--- src/kitchen_defines.svh ---
`ifndef KITCHEN_DEFINES_SVH
`define KITCHEN_DEFINES_SVH

////////////////////////////////////////
// kitchen size
////////////////////////////////////////
`define GRID_ROWS 8
`define GRID_COLS 13

////////////////////////////////////////
// long counts, simulation sized
// board values: debounce 1000000, scan 100000,
// tick 25000000, round 60
////////////////////////////////////////
`define DEBOUNCE_CYCLES 4
`define SCAN_CYCLES 8
`define TICK_CYCLES 2000
`define ROUND_TIME 20

// gameplay
`define CHOPS_NEEDED 3
`define POINTS_PER_ORDER 10

`endif

--- src/kitchen_pkg.sv ---
package kitchen_pkg;

   ////////////////////////////////////////
   // enums
   ////////////////////////////////////////
   typedef enum logic [1:0] {
      STATE_PLAYING = 2'd0,
      STATE_PAUSED  = 2'd1,
      STATE_OVER    = 2'd2
   } game_state_t;

   typedef enum logic [1:0] {
      DIR_UP    = 2'd0,
      DIR_DOWN  = 2'd1,
      DIR_LEFT  = 2'd2,
      DIR_RIGHT = 2'd3
   } dir_t;

   typedef enum logic [1:0] {
      ITEM_NONE    = 2'd0,
      ITEM_RAW     = 2'd1, // raw onion
      ITEM_CHOPPED = 2'd2  // ready to serve
   } item_t;

   typedef enum logic [2:0] {
      TILE_FLOOR   = 3'd0,
      TILE_COUNTER = 3'd1,
      TILE_CRATE   = 3'd2,
      TILE_BOARD   = 3'd3, // chop board
      TILE_SERVE   = 3'd4
   } tile_t;

   typedef enum logic [2:0] {
      OP_LEFT  = 3'd0,
      OP_RIGHT = 3'd1,
      OP_UP    = 3'd2,
      OP_DOWN  = 3'd3,
      OP_CHOP  = 3'd4,
      OP_PICK  = 3'd5,
      OP_DROP  = 3'd6
   } cmd_op_t;

   ////////////////////////////////////////
   // structs
   ////////////////////////////////////////
   typedef struct packed {
      logic left;
      logic right;
      logic up;
      logic down;
      logic chop;
   } buttons_t;

   typedef struct packed {
      logic    valid;
      cmd_op_t op;
   } cmd_t;

   typedef struct packed {
      logic [3:0] x;    // column
      logic [2:0] y;    // row, 0 at the top
      dir_t       dir;
      item_t      held;
   } player_t;

   typedef struct packed {
      game_state_t state;
      logic [7:0]  time_left; // seconds
      logic [11:0] score;
      logic [3:0]  orders;
      player_t     player;
   } status_t;

endpackage

--- src/button_debounce.sv ---
`include "kitchen_defines.svh"

module button_debounce (
   input  logic       clk_in,
   input  logic       reset_in,
   input  logic [5:0] noisy,
   output logic [5:0] clean
);

   localparam int CNT_W = $clog2(`DEBOUNCE_CYCLES + 1);

   logic [5:0]            sample; // last raw level seen per channel
   logic [5:0][CNT_W-1:0] count;  // cycles that level has held

   // each channel restarts its count whenever the raw level moves,
   // and only passes the level on once it has sat still long enough
   always_ff @(posedge clk_in) begin
      if (reset_in) begin
         sample <= noisy;
         clean  <= noisy; // start at the pin level, no edge out of reset
         count  <= '0;
      end else begin
         for (int i = 0; i < 6; i++) begin
            if (noisy[i] != sample[i]) begin
               sample[i] <= noisy[i];
               count[i]  <= '0;
            end else if (count[i] == CNT_W'(`DEBOUNCE_CYCLES)) begin
               clean[i] <= sample[i];
            end else begin
               count[i] <= count[i] + 1'b1;
            end
         end
      end
   end

endmodule

--- src/input_decode.sv ---
module input_decode (
   input  logic                     clk_in,
   input  logic                     reset_in,
   input  logic [5:0]               clean,
   input  kitchen_pkg::game_state_t state,
   output kitchen_pkg::cmd_t        cmd
);

   import kitchen_pkg::*;

   logic [5:0] clean_q;  // previous cycle
   logic [5:0] rise;
   logic [5:0] fall;
   buttons_t   btn_rise;
   logic       next_valid;
   cmd_op_t    next_op;

   // bit 5 is carry, bits 4..0 are the buttons struct
   assign rise     = clean & ~clean_q;
   assign fall     = ~clean & clean_q;
   assign btn_rise = buttons_t'(rise[4:0]);

   ////////////////////////////////////////
   // priority pick, one command per cycle
   ////////////////////////////////////////
   always_comb begin
      next_valid = 1'b1;
      next_op    = OP_DROP;
      if (fall[5]) begin
         next_op = OP_DROP;      // carry released
      end else if (rise[5]) begin
         next_op = OP_PICK;
      end else if (btn_rise.chop) begin
         next_op = OP_CHOP;
      end else if (btn_rise.up) begin
         next_op = OP_UP;
      end else if (btn_rise.down) begin
         next_op = OP_DOWN;
      end else if (btn_rise.left) begin
         next_op = OP_LEFT;
      end else if (btn_rise.right) begin
         next_op = OP_RIGHT;
      end else begin
         next_valid = 1'b0;
      end
      // nothing gets through unless the round is running
      if (state != STATE_PLAYING) next_valid = 1'b0;
   end

   always_ff @(posedge clk_in) begin
      clean_q <= clean;
      cmd.op  <= next_op; // only looked at with valid
      if (reset_in) begin
         cmd.valid <= 1'b0;
      end else begin
         cmd.valid <= next_valid;
      end
   end

endmodule

--- src/kitchen_execute.sv ---
`include "kitchen_defines.svh"

module kitchen_execute (
   input  logic                 clk_in,
   input  logic                 reset_in,
   input  kitchen_pkg::cmd_t    cmd,
   output kitchen_pkg::player_t player,
   output logic                 served
);

   import kitchen_pkg::*;

   // fixed layout landmarks
   localparam logic [3:0] CRATE_X = 4'd6;
   localparam logic [2:0] CRATE_Y = 3'd0;
   localparam logic [3:0] BOARD_X = 4'd0;
   localparam logic [2:0] BOARD_Y = 3'd4;
   localparam logic [3:0] SERVE_X = 4'd12;
   localparam logic [2:0] SERVE_Y = 3'd4;
   localparam logic [3:0] START_X = 4'd6;
   localparam logic [2:0] START_Y = 3'd4;
   localparam int         CHOP_W  = $clog2(`CHOPS_NEEDED + 1);

   item_t             grid [`GRID_ROWS][`GRID_COLS]; // what sits on each cell
   logic [CHOP_W-1:0] chop_cnt;
   logic [CHOP_W-1:0] chop_next;
   player_t           player_next;
   logic              served_next;
   logic              wr_en;      // grid write, always at the faced cell
   item_t             wr_item;
   dir_t              look_dir;
   logic [3:0]        tgt_x;
   logic [2:0]        tgt_y;
   tile_t             tgt_tile;
   item_t             tgt_item;

   function automatic tile_t tile_at(input logic [3:0] x, input logic [2:0] y);
      tile_t t;
      if (x == CRATE_X && y == CRATE_Y) t = TILE_CRATE;
      else if (x == BOARD_X && y == BOARD_Y) t = TILE_BOARD;
      else if (x == SERVE_X && y == SERVE_Y) t = TILE_SERVE;
      else if (x == 4'd0 || x == 4'(`GRID_COLS - 1) ||
               y == 3'd0 || y == 3'(`GRID_ROWS - 1)) t = TILE_COUNTER;
      else t = TILE_FLOOR;
      return t;
   endfunction

   ////////////////////////////////////////
   // which cell the player looks at
   ////////////////////////////////////////
   always_comb begin
      look_dir = player.dir;
      if (cmd.valid) begin
         case (cmd.op)
            OP_LEFT:  look_dir = DIR_LEFT;  // a move turns first
            OP_RIGHT: look_dir = DIR_RIGHT;
            OP_UP:    look_dir = DIR_UP;
            OP_DOWN:  look_dir = DIR_DOWN;
            default:  look_dir = player.dir;
         endcase
      end
   end

   always_comb begin
      tgt_x = player.x;
      tgt_y = player.y;
      case (look_dir)
         DIR_UP:   tgt_y = player.y - 3'd1;
         DIR_DOWN: tgt_y = player.y + 3'd1;
         DIR_LEFT: tgt_x = player.x - 4'd1;
         default:  tgt_x = player.x + 4'd1;
      endcase
   end

   assign tgt_tile = tile_at(tgt_x, tgt_y);
   assign tgt_item = grid[tgt_y][tgt_x];

   ////////////////////////////////////////
   // command rules
   ////////////////////////////////////////
   always_comb begin
      player_next = player;
      chop_next   = chop_cnt;
      served_next = 1'b0;
      wr_en       = 1'b0;
      wr_item     = ITEM_NONE;
      if (cmd.valid) begin
         case (cmd.op)
            OP_LEFT, OP_RIGHT, OP_UP, OP_DOWN: begin
               player_next.dir = look_dir;
               if (tgt_tile == TILE_FLOOR) begin // counters block
                  player_next.x = tgt_x;
                  player_next.y = tgt_y;
               end
            end
            OP_PICK: begin
               if (player.held == ITEM_NONE) begin
                  if (tgt_tile == TILE_CRATE) begin
                     player_next.held = ITEM_RAW; // endless supply
                  end else if ((tgt_tile == TILE_COUNTER || tgt_tile == TILE_BOARD) &&
                               tgt_item != ITEM_NONE) begin
                     player_next.held = tgt_item;
                     wr_en            = 1'b1;     // cell emptied
                  end
               end
            end
            OP_DROP: begin
               if (player.held == ITEM_CHOPPED && tgt_tile == TILE_SERVE) begin
                  player_next.held = ITEM_NONE;
                  served_next      = 1'b1;
               end else if (player.held != ITEM_NONE && tgt_item == ITEM_NONE &&
                            (tgt_tile == TILE_COUNTER || tgt_tile == TILE_BOARD)) begin
                  player_next.held = ITEM_NONE;
                  wr_en            = 1'b1;
                  wr_item          = player.held;
               end
            end
            OP_CHOP: begin
               if (tgt_tile == TILE_BOARD && tgt_item == ITEM_RAW) begin
                  if (chop_cnt == CHOP_W'(`CHOPS_NEEDED - 1)) begin
                     wr_en     = 1'b1;
                     wr_item   = ITEM_CHOPPED;
                     chop_next = '0;
                  end else begin
                     chop_next = chop_cnt + 1'b1;
                  end
               end
            end
            default: ;
         endcase
      end
   end

   always_ff @(posedge clk_in) begin
      if (reset_in) begin
         player   <= '{x: START_X, y: START_Y, dir: DIR_UP, held: ITEM_NONE};
         chop_cnt <= '0;
         served   <= 1'b0;
         for (int r = 0; r < `GRID_ROWS; r++) begin
            for (int c = 0; c < `GRID_COLS; c++) begin
               grid[r][c] <= ITEM_NONE;
            end
         end
      end else begin
         player   <= player_next;
         chop_cnt <= chop_next;
         served   <= served_next; // one cycle pulse
         if (wr_en) grid[tgt_y][tgt_x] <= wr_item;
      end
   end

endmodule

--- src/game_result.sv ---
`include "kitchen_defines.svh"

module game_result (
   input  logic                 clk_in,
   input  logic                 reset_in,
   input  logic                 pause,
   input  kitchen_pkg::player_t player,
   input  logic                 served,
   output kitchen_pkg::status_t status,
   output logic [31:0]          display
);

   import kitchen_pkg::*;

   localparam int TICK_W = $clog2(`TICK_CYCLES);

   logic [TICK_W-1:0] tick_cnt;
   logic              tick;       // one second gone
   game_state_t       state;
   game_state_t       state_next;
   logic [7:0]        time_left;
   logic [11:0]       score;
   logic [3:0]        orders;

   assign tick = (state == STATE_PLAYING) && (time_left != 8'd0) &&
                 (tick_cnt == TICK_W'(`TICK_CYCLES - 1));

   ////////////////////////////////////////
   // game state
   ////////////////////////////////////////
   always_comb begin
      if (state == STATE_OVER || time_left == 8'd0) begin
         state_next = STATE_OVER;       // sticky until reset
      end else if (pause) begin
         state_next = STATE_PAUSED;
      end else begin
         state_next = STATE_PLAYING;
      end
   end

   always_ff @(posedge clk_in) begin
      if (reset_in) begin
         state     <= STATE_PLAYING;
         tick_cnt  <= '0;
         time_left <= 8'(`ROUND_TIME);
         score     <= '0;
         orders    <= '0;
      end else begin
         state <= state_next;
         if (state == STATE_PLAYING) begin // clock frozen otherwise
            if (tick) begin
               tick_cnt  <= '0;
               time_left <= time_left - 8'd1;
            end else begin
               tick_cnt <= tick_cnt + 1'b1;
            end
         end
         if (served) begin
            score  <= score + 12'(`POINTS_PER_ORDER);
            orders <= orders + 4'd1;
         end
      end
   end

   assign status = '{state: state, time_left: time_left, score: score,
                     orders: orders, player: player};

   // digits left to right: time, score, orders, held item, state
   assign display = {time_left, score, orders, 2'b00, player.held, 2'b00, state};

endmodule

--- src/seven_seg_scan.sv ---
`include "kitchen_defines.svh"

module seven_seg_scan (
   input  logic        clk_in,
   input  logic        reset_in,
   input  logic [31:0] value,
   output logic [6:0]  seg_cat,
   output logic [7:0]  seg_an
);

   localparam int SCAN_W = $clog2(`SCAN_CYCLES + 1);

   logic [SCAN_W-1:0] scan_cnt;
   logic [7:0]        digit_sel;  // one hot, bit 0 is the rightmost digit
   logic [3:0]        nibble;

   // segment bits are g..a, lit when 1
   function automatic logic [6:0] hex_to_seg(input logic [3:0] hex);
      logic [6:0] s;
      case (hex)
         4'h0: s = 7'h3f;
         4'h1: s = 7'h06;
         4'h2: s = 7'h5b;
         4'h3: s = 7'h4f;
         4'h4: s = 7'h66;
         4'h5: s = 7'h6d;
         4'h6: s = 7'h7d;
         4'h7: s = 7'h07;
         4'h8: s = 7'h7f;
         4'h9: s = 7'h6f;
         4'ha: s = 7'h77;
         4'hb: s = 7'h7c; // lower case b
         4'hc: s = 7'h39;
         4'hd: s = 7'h5e; // lower case d
         4'he: s = 7'h79;
         default: s = 7'h71;
      endcase
      return s;
   endfunction

   always_comb begin
      nibble = value[3:0];
      for (int i = 0; i < 8; i++) begin
         if (digit_sel[i]) nibble = value[i*4 +: 4];
      end
   end

   always_ff @(posedge clk_in) begin
      if (reset_in) begin
         scan_cnt  <= '0;
         digit_sel <= 8'b0000_0001;
      end else if (scan_cnt == SCAN_W'(`SCAN_CYCLES)) begin
         scan_cnt  <= '0;
         digit_sel <= {digit_sel[6:0], digit_sel[7]}; // next digit left
      end else begin
         scan_cnt <= scan_cnt + 1'b1;
      end
   end

   assign seg_cat = ~hex_to_seg(nibble); // board pins are active low
   assign seg_an  = ~digit_sel;

endmodule

--- src/kitchen_top.sv ---
module kitchen_top (
   input  logic                  clk_in,
   input  logic                  reset_in,
   input  kitchen_pkg::buttons_t buttons,
   input  logic                  carry,
   input  logic                  pause,
   output kitchen_pkg::status_t  status,
   output logic [6:0]            seg_cat,
   output logic [7:0]            seg_an
);

   import kitchen_pkg::*;

   logic [5:0]  noisy;    // carry on top, buttons below
   logic [5:0]  clean;
   cmd_t        cmd;
   player_t     player;
   logic        served;
   logic [31:0] display;

   assign noisy = {carry, buttons};

   ////////////////////////////////////////
   // input side
   ////////////////////////////////////////
   button_debounce i_button_debounce (
      .clk_in   (clk_in),
      .reset_in (reset_in),
      .noisy    (noisy),
      .clean    (clean)
   );

   input_decode i_input_decode (
      .clk_in   (clk_in),
      .reset_in (reset_in),
      .clean    (clean),
      .state    (status.state), // closes the loop from game_result
      .cmd      (cmd)
   );

   ////////////////////////////////////////
   // game stages and display
   ////////////////////////////////////////
   kitchen_execute i_kitchen_execute (
      .clk_in   (clk_in),
      .reset_in (reset_in),
      .cmd      (cmd),
      .player   (player),
      .served   (served)
   );

   game_result i_game_result (
      .clk_in   (clk_in),
      .reset_in (reset_in),
      .pause    (pause),
      .player   (player),
      .served   (served),
      .status   (status),
      .display  (display)
   );

   seven_seg_scan i_seven_seg_scan (
      .clk_in   (clk_in),
      .reset_in (reset_in),
      .value    (display),
      .seg_cat  (seg_cat),
      .seg_an   (seg_an)
   );

endmodule

--- config.mk ---
export PLATFORM = sky130hd
export DESIGN_NAME = kitchen_top
export DESIGN_NICKNAME = d
export VERILOG_FILES = /design/src/kitchen_pkg.sv /design/src/button_debounce.sv /design/src/input_decode.sv /design/src/kitchen_execute.sv /design/src/game_result.sv /design/src/seven_seg_scan.sv /design/src/kitchen_top.sv
export VERILOG_INCLUDE_DIRS = /design/src
export SDC_FILE = /design/constraint.sdc
export NUM_CORES = 1
export LEC_CHECK = 0
export BUFFER_PORTS_ARGS = -buffer_cell sky130_fd_sc_hd__buf_2
export CAP_MARGIN = 0
export CELL_PAD_IN_SITES_DETAIL_PLACEMENT = 1
export CELL_PAD_IN_SITES_GLOBAL_PLACEMENT = 1
export CORE_MARGIN = 4
export CORE_UTILIZATION = 44
export DETAILED_ROUTE_END_ITERATION = 12
export PLACE_DENSITY = 0.84
export SYNTH_ARGS = -nofsm -noshare
export SYNTH_HDL_FRONTEND = slang
export SYNTH_SLANG_ARGS = --single-unit
--- constraint.sdc ---
create_clock -name clk_in -period 6.4 [get_ports clk_in]
set_clock_uncertainty 0.05 [all_clocks]
set_input_delay 1.28 -clock clk_in [delete_from_list [all_inputs] [get_ports clk_in]]
set_output_delay 1.28 -clock clk_in [all_outputs]
set_load 0.005 [all_outputs]
# Yosys cells after proc, flatten, opt, wreduce, memory -nomap -nowiden
# Memory sizes are Yosys's and may differ from the RTL's.
# Cells that the tools add are included.
# Widths: inputs -> output; s select.
# op_classes
muxes	87
n_lt_le_gt_ge	2
n_bitwise	9
addsub	16
n_eq_ne	43
reduce_logical	67
# ops
op	count
$mux 26	3
$mux 1	40
$mux 2	19
$eq 3x3->1 const B	12
$reduce_bool 2->1	16
$reduce_or 26->1	1
$mux 3	8
$mux 4	6
$add 3x1->3 const B	7
$reduce_or 2->1	10
$reduce_and 2->1	8
$add 12x4->12 const B	1
$add 4x1->4 const B	3
$and 6x6->6	2
$eq 3x2->1 const B	4
$mux 6	2
$ne 2x2->1 const B	6
$not 6->6	2
$add 11x1->11 const B	1
$eq 11x11->1 const B	1
$logic_and 1x1->1	11
$mux 11	1
$logic_not 3->1	3
$bmux 2 s4	1
33 further kinds	56
# word_totals
input_bits	9
mem_count	2
register_bits	103
mem_bits_rw	208
output_inout_bits	52
rom_bits	112
# mem_list
memory	depth	word_bits	rd	rd_ports_with_merged_regs	write_ports	line_no	rtl
i_kitchen_execute.grid	8	26	1	0	8	kitchen_execute.sv:24	item_t grid [`GRID_ROWS][`GRID_COLS];
(name not given)	16	7	1	0	0	seven_seg_scan.sv:20	case (hex)

# Longest topological paths before layout
# depth
depth_word	27
mapped_depth	25
mapped_depth_nobuf	17

# Cells and area by module
# A second synthesis with hierarchy kept.
# hier_totals
hier_cells	1823
hier_area_um2	18405.2
# modules_own_cells
module	instances	area_per_inst_um2	cells_per_inst
kitchen_execute	1	13411.6	1285
game_result	1	1968.1	231
button_debounce	1	1587.8	142
seven_seg_scan	1	1109.8	136
input_decode	1	327.8	29

# Worst setup path before layout
# Ideal clock, no wire load.
# synth_path
path_kind	register to register
startpoint	register i_input_decode.cmd[2] (netlist name)
endpoint	memory i_kitchen_execute.grid[0][20] (netlist name), enable pin
period_less_slack_ns	5.502
required_time_ns	6.101
slack_ns	0.898
stages_incl_launch_ff	26
arrival_ns	5.203
path_cell_list	dfxtp_1 buf_6 nand2b_4 buf_6 a21oi_2 buf_2 buf_4 buf_2 nand2_1 fa_1 buf_1 buf_1 mux2i_1 nor2_1 a21oi_1 nor3_1 a211oi_1 o211ai_1 a31oi_1 nand4_1 nor3_1 a211oi_1 o311a_1 buf_4 buf_6 a41o_1
# synth_lines
item	line_no
end, declared	kitchen_execute.sv:24

==> flow_summary.yaml <==
logic_synthesis:
  synth_enable_flop_cells: 220
  average_footprint_of_a_synthesized_cell_um2: 10.1
  ys_types: 96
  synth-compound-area-share_pct: 16.3
  main_combinational_cell_family_by_area_after_synthesis: "simple AND/OR/NAND/NOR gates"
  yosysWarnings: 0
  ys_seq_elements: 310
  ys_top_cells_by_area: "sky130_fd_sc_hd__edfxtp_1 39%, sky130_fd_sc_hd__dfxtp_1 11%, sky130_fd_sc_hd__nor2_1 3.7%"
  synthesized_area_fraction_occupied_by_adder_cells_pct: 2.04
  synthDominantCellAreaShare_pct: 39.2
  post_synth_instance_area_um2: 16800
  synth_common_cells: "220 x sky130_fd_sc_hd__edfxtp_1, 166 x sky130_fd_sc_hd__nor2_1, 165 x sky130_fd_sc_hd__nand2_1"
  post_synthesis_mux_area_share_pct: 5.71
  synth_top_cell_by_area: "sky130_fd_sc_hd__edfxtp_1"
  synthXorXnorAreaFrac_pct: 2.65
  yosysSeqAreaShare_pct: 49.9
  yosys.cell_count.top_type: "sky130_fd_sc_hd__edfxtp_1"
  dominantRegCellSynth: "sky130_fd_sc_hd__edfxtp_1"
  synthSimpleGateAreaFrac_pct: 17.3
  synthesis.instances: 1675
  async_reset_ff_share_pct: 0
sta:
  final.min_clock_period_ns: 6.29
  setup_viol: 0
  setup-tns-final_ns: 0
  slew_headroom_pct: 8.46
  layout_worst_path_cycle_share_pct: 98.3
  rsz0062_at_grt: "false"
  f_max_ghz: 0.159
  final-max-slew-violation-count: 0
  worst-slew-pin-transition_ns: 1.36
  finalHoldViolations: 0
detailed_routing:
  route.detailed.wl_per_inst_um: 24.6
  routed-via-count: 14093
  remaining_drc_errors: 0
  ant_nets: 0
  routed_via_count_divided_by_cell_count: 6.05
  drt_wl_total_um: 57200
  1st_iter_drt_viols: 1589
  detailedRoute.firstPassIterationCount: 6
grt:
  first_global_vias: 14647
  antenna_found_initial: 1
  wire_length_of_the_first_global_routing_pass_um: 87400
  grt.overflow.total: 0
  grt_max_degree: 81
  track_usage_pct: 27.2
setup_path:
  crit_path_top_delay_cell: "sky130_fd_sc_hd__nor2_1"
  ff2ff_path_depth: 16
  critical_path_arrival_ns: 6.65
  worst_path_class_setup: "reg -> reg"
  crit_cells: 16
  critical_path_buf_inv_count: 4
  end_kind: "register"
  worstPathCellList: "and3b_2 > a21o_1 > nand2_1 > fa_1 > clkinvlp_4 > buf_4 > buf_4 > nor2_1 > o21ai_0 > a41oi_1 > o41ai_1 > nor3b_4 > or4_1 > a21bo_2 > buf_12 > nor2_1"
  cp_top_family: "simple AND/OR/NAND/NOR gates"
  critical_path_required_ns: 6.76
  path_max_fanout: 20
  worst_setup_path_start_kind: "register"
  worst-r2r-setup-slack_ns: 0.11
  critPathMaxStageDelay_ns: 0.95
die:
  ports: 61
  die_w_um: 204
  row_count: 71
  initial_core_util_pct: 44.7
  core_um2: 37700
  die_area_um2: 41500
  die-height_um: 204
clock_network:
  cts.htree.levels: 2
  tritoncts.num_buffers: 36
  cts_sinks: 310
  postCtsSetupRepairBufs: 0
  clock_insertion_delay_worst_skew_ns: 0.57
  path_clk_slew_ns: 0.06
  tritoncts: "done"
  root_buffer_cell: "sky130_fd_sc_hd__clkbuf_16"
  max-clock-path-buffers: 3
place:
  total_half_perimeter_wirelength_after_legalization_and_detailed_placement_um: 39600
  finalWeightedCongestion: 0.953
  port_buffers: 59
  dpl.cell_count: 2263
worst_hold_path:
  holdCritPathClass: "reg -> reg"
  hold_path_depth: 0
finish:
  drive_gt1_share_pct: 16.7
  finish.cell_count_without_fillers: 2328
  final.fill_count: 4260
  sequential_cell_area_um2: 8410
  antennaDiodeCount: 0
  multi_input_comb_area_um2: 7990
  syn2layout_area_growth_pct: 14.1
  nNetsFinal: 1825
status:
  outcome: "finished, final reports clean"
flow_run:
  cap_viol_max_count: 0
pwr:
  peakVddDrop_mv: 0.235
  power.static_leakage_nw: 7.17
  power_density_nw_per_um2: 294
-- sequential cells by signal, indices dropped and copies added, names as in the netlist --
name and cells:
i_button_debounce.count 18, i_seven_seg_scan.digit_sel 8, i_game_result.state 2, i_game_result.time_left 8, i_button_debounce.sample 6, i_game_result.score 11
i_input_decode.cmd 4, i_kitchen_execute.chop_cnt 2, i_seven_seg_scan.scan_cnt 4, i_button_debounce.clean 6, i_game_result.tick_cnt 11, i_input_decode.clean_q 6
i_game_result.orders 4, i_kitchen_execute.grid 208, i_kitchen_execute.player 11, i_kitchen_execute.served 1
-- cell families (layout without fill, tap and decap cells) --
group                      count (synthesis)  in the layout
AOI/OAI and AO/OA                        377            377
xor gates and xnor gates                  50             50
adders and majority gates                 27             27
and+or+nand+nor                          594            594
muxes                                     87             87
other                                      1            137
buffers and inverters                    229            235
DFF                                      310            310
-- final cells by class --
cell class	count	area share [%]
repair buffers	124	4.21
multi-input cells	1272	41.6
flip-flops and latches	310	43.8
well taps	511	3.33
clock inverters	15	0.697
clock buffers	50	5.51
inverters	46	0.918
-- stage by stage --
stage / worst slack, ns / util, % / cell area (um2) / hold WS, ns / total power, mW
after global routing: 0.0470 / 51.0 / 19200 / 0.328 / 5.85
after floorplan: 0.898 / - / 17300 / 0.290 / 3.11
final: 0.109 / 51.0 / 19200 / 0.318 / 5.65
after CTS: 0.0379 / 50.9 / 19200 / 0.317 / 5.63
after detailed placement: 0.0872 / 47.7 / 18000 / 0.301 / 3.53
after global placement: 0.245 / 47.7 / 18000 / 0.296 / 3.49
-- worst reg2reg max path: stages, from the launching register on --
cell	delay (ns)
sky130_fd_sc_hd__dfxtp_1	0.54
sky130_fd_sc_hd__and3b_2	0.33
sky130_fd_sc_hd__a21o_1	0.19
sky130_fd_sc_hd__nand2_1	0.11
sky130_fd_sc_hd__fa_1	0.60
sky130_fd_sc_hd__clkinvlp_4	0.36
sky130_fd_sc_hd__buf_4	0.27
sky130_fd_sc_hd__buf_4	0.16
sky130_fd_sc_hd__nor2_1	0.95
sky130_fd_sc_hd__o21ai_0	0.22
sky130_fd_sc_hd__a41oi_1	0.46
sky130_fd_sc_hd__o41ai_1	0.22
sky130_fd_sc_hd__nor3b_4	0.28
sky130_fd_sc_hd__or4_1	0.56
sky130_fd_sc_hd__a21bo_2	0.45
sky130_fd_sc_hd__buf_12	0.28
sky130_fd_sc_hd__nor2_1	0.12
-- power breakdown --
part | leakage, nW | switching (mW) | internal, mW
Sequential | 2.93 | 0.108 | 2.28
Clock | 0.588 | 0.874 | 1.21
Combinational | 3.66 | 0.781 | 0.401
Total | 7.17 | 1.76 | 3.89
-- cell usage in the layout, fill, tap and decap left out, drive strengths merged, types with 13 or more instances in the layout --
| cell type | n |
|---|---|
| a31o | 29 |
| a221oi | 18 |
| mux2i | 59 |
| ha | 25 |
| inv | 46 |
| and3 | 23 |
| nand2b | 16 |
| a22oi | 22 |
| nor2b | 16 |
| nand3 | 53 |
| dfxtp | 90 |
| edfxtp | 220 |
| xor2 | 24 |
| a21oi | 78 |
| a211oi | 20 |
| a31oi | 14 |
| mux2 | 23 |
| o21ai | 60 |
| buf | 123 |
| nand2 | 165 |
| conb | 137 |
| nor3 | 41 |
| nor2 | 197 |
| clkbuf | 51 |
| nor4 | 13 |
| xnor2 | 26 |
| nand4 | 24 |
-- repair_timing --
item | CTS | global route
hold buffers | 0 | 0
resized for setup | 1 | 9
hold endpoints to repair | 0 | 0
endpoints found under the setup margin | 7 | 111
-- final timing paths --
kind	startpoint	endpoint
setup / recovery	i_input_decode.cmd[3]	i_kitchen_execute.grid[6][25]
hold reg to reg	i_button_debounce.clean[0]	i_input_decode.clean_q[0]
hold / removal	i_button_debounce.clean[0]	i_input_decode.clean_q[0]
setup reg to reg	i_input_decode.cmd[3]	i_kitchen_execute.grid[6][25]
-- layer usage --
metal	routed length (um)	up-vias	GRT usage, %	part of all wire, %
li1	-	6239	-	-
met1	22100	6944	34.5	39
met2	26600	702	43.9	47
met3	5500	206	6.73	9.6
met4	2970	2	12.9	5.2
met5	13	-	0	0.023
(Power assumes the default switching activity.)
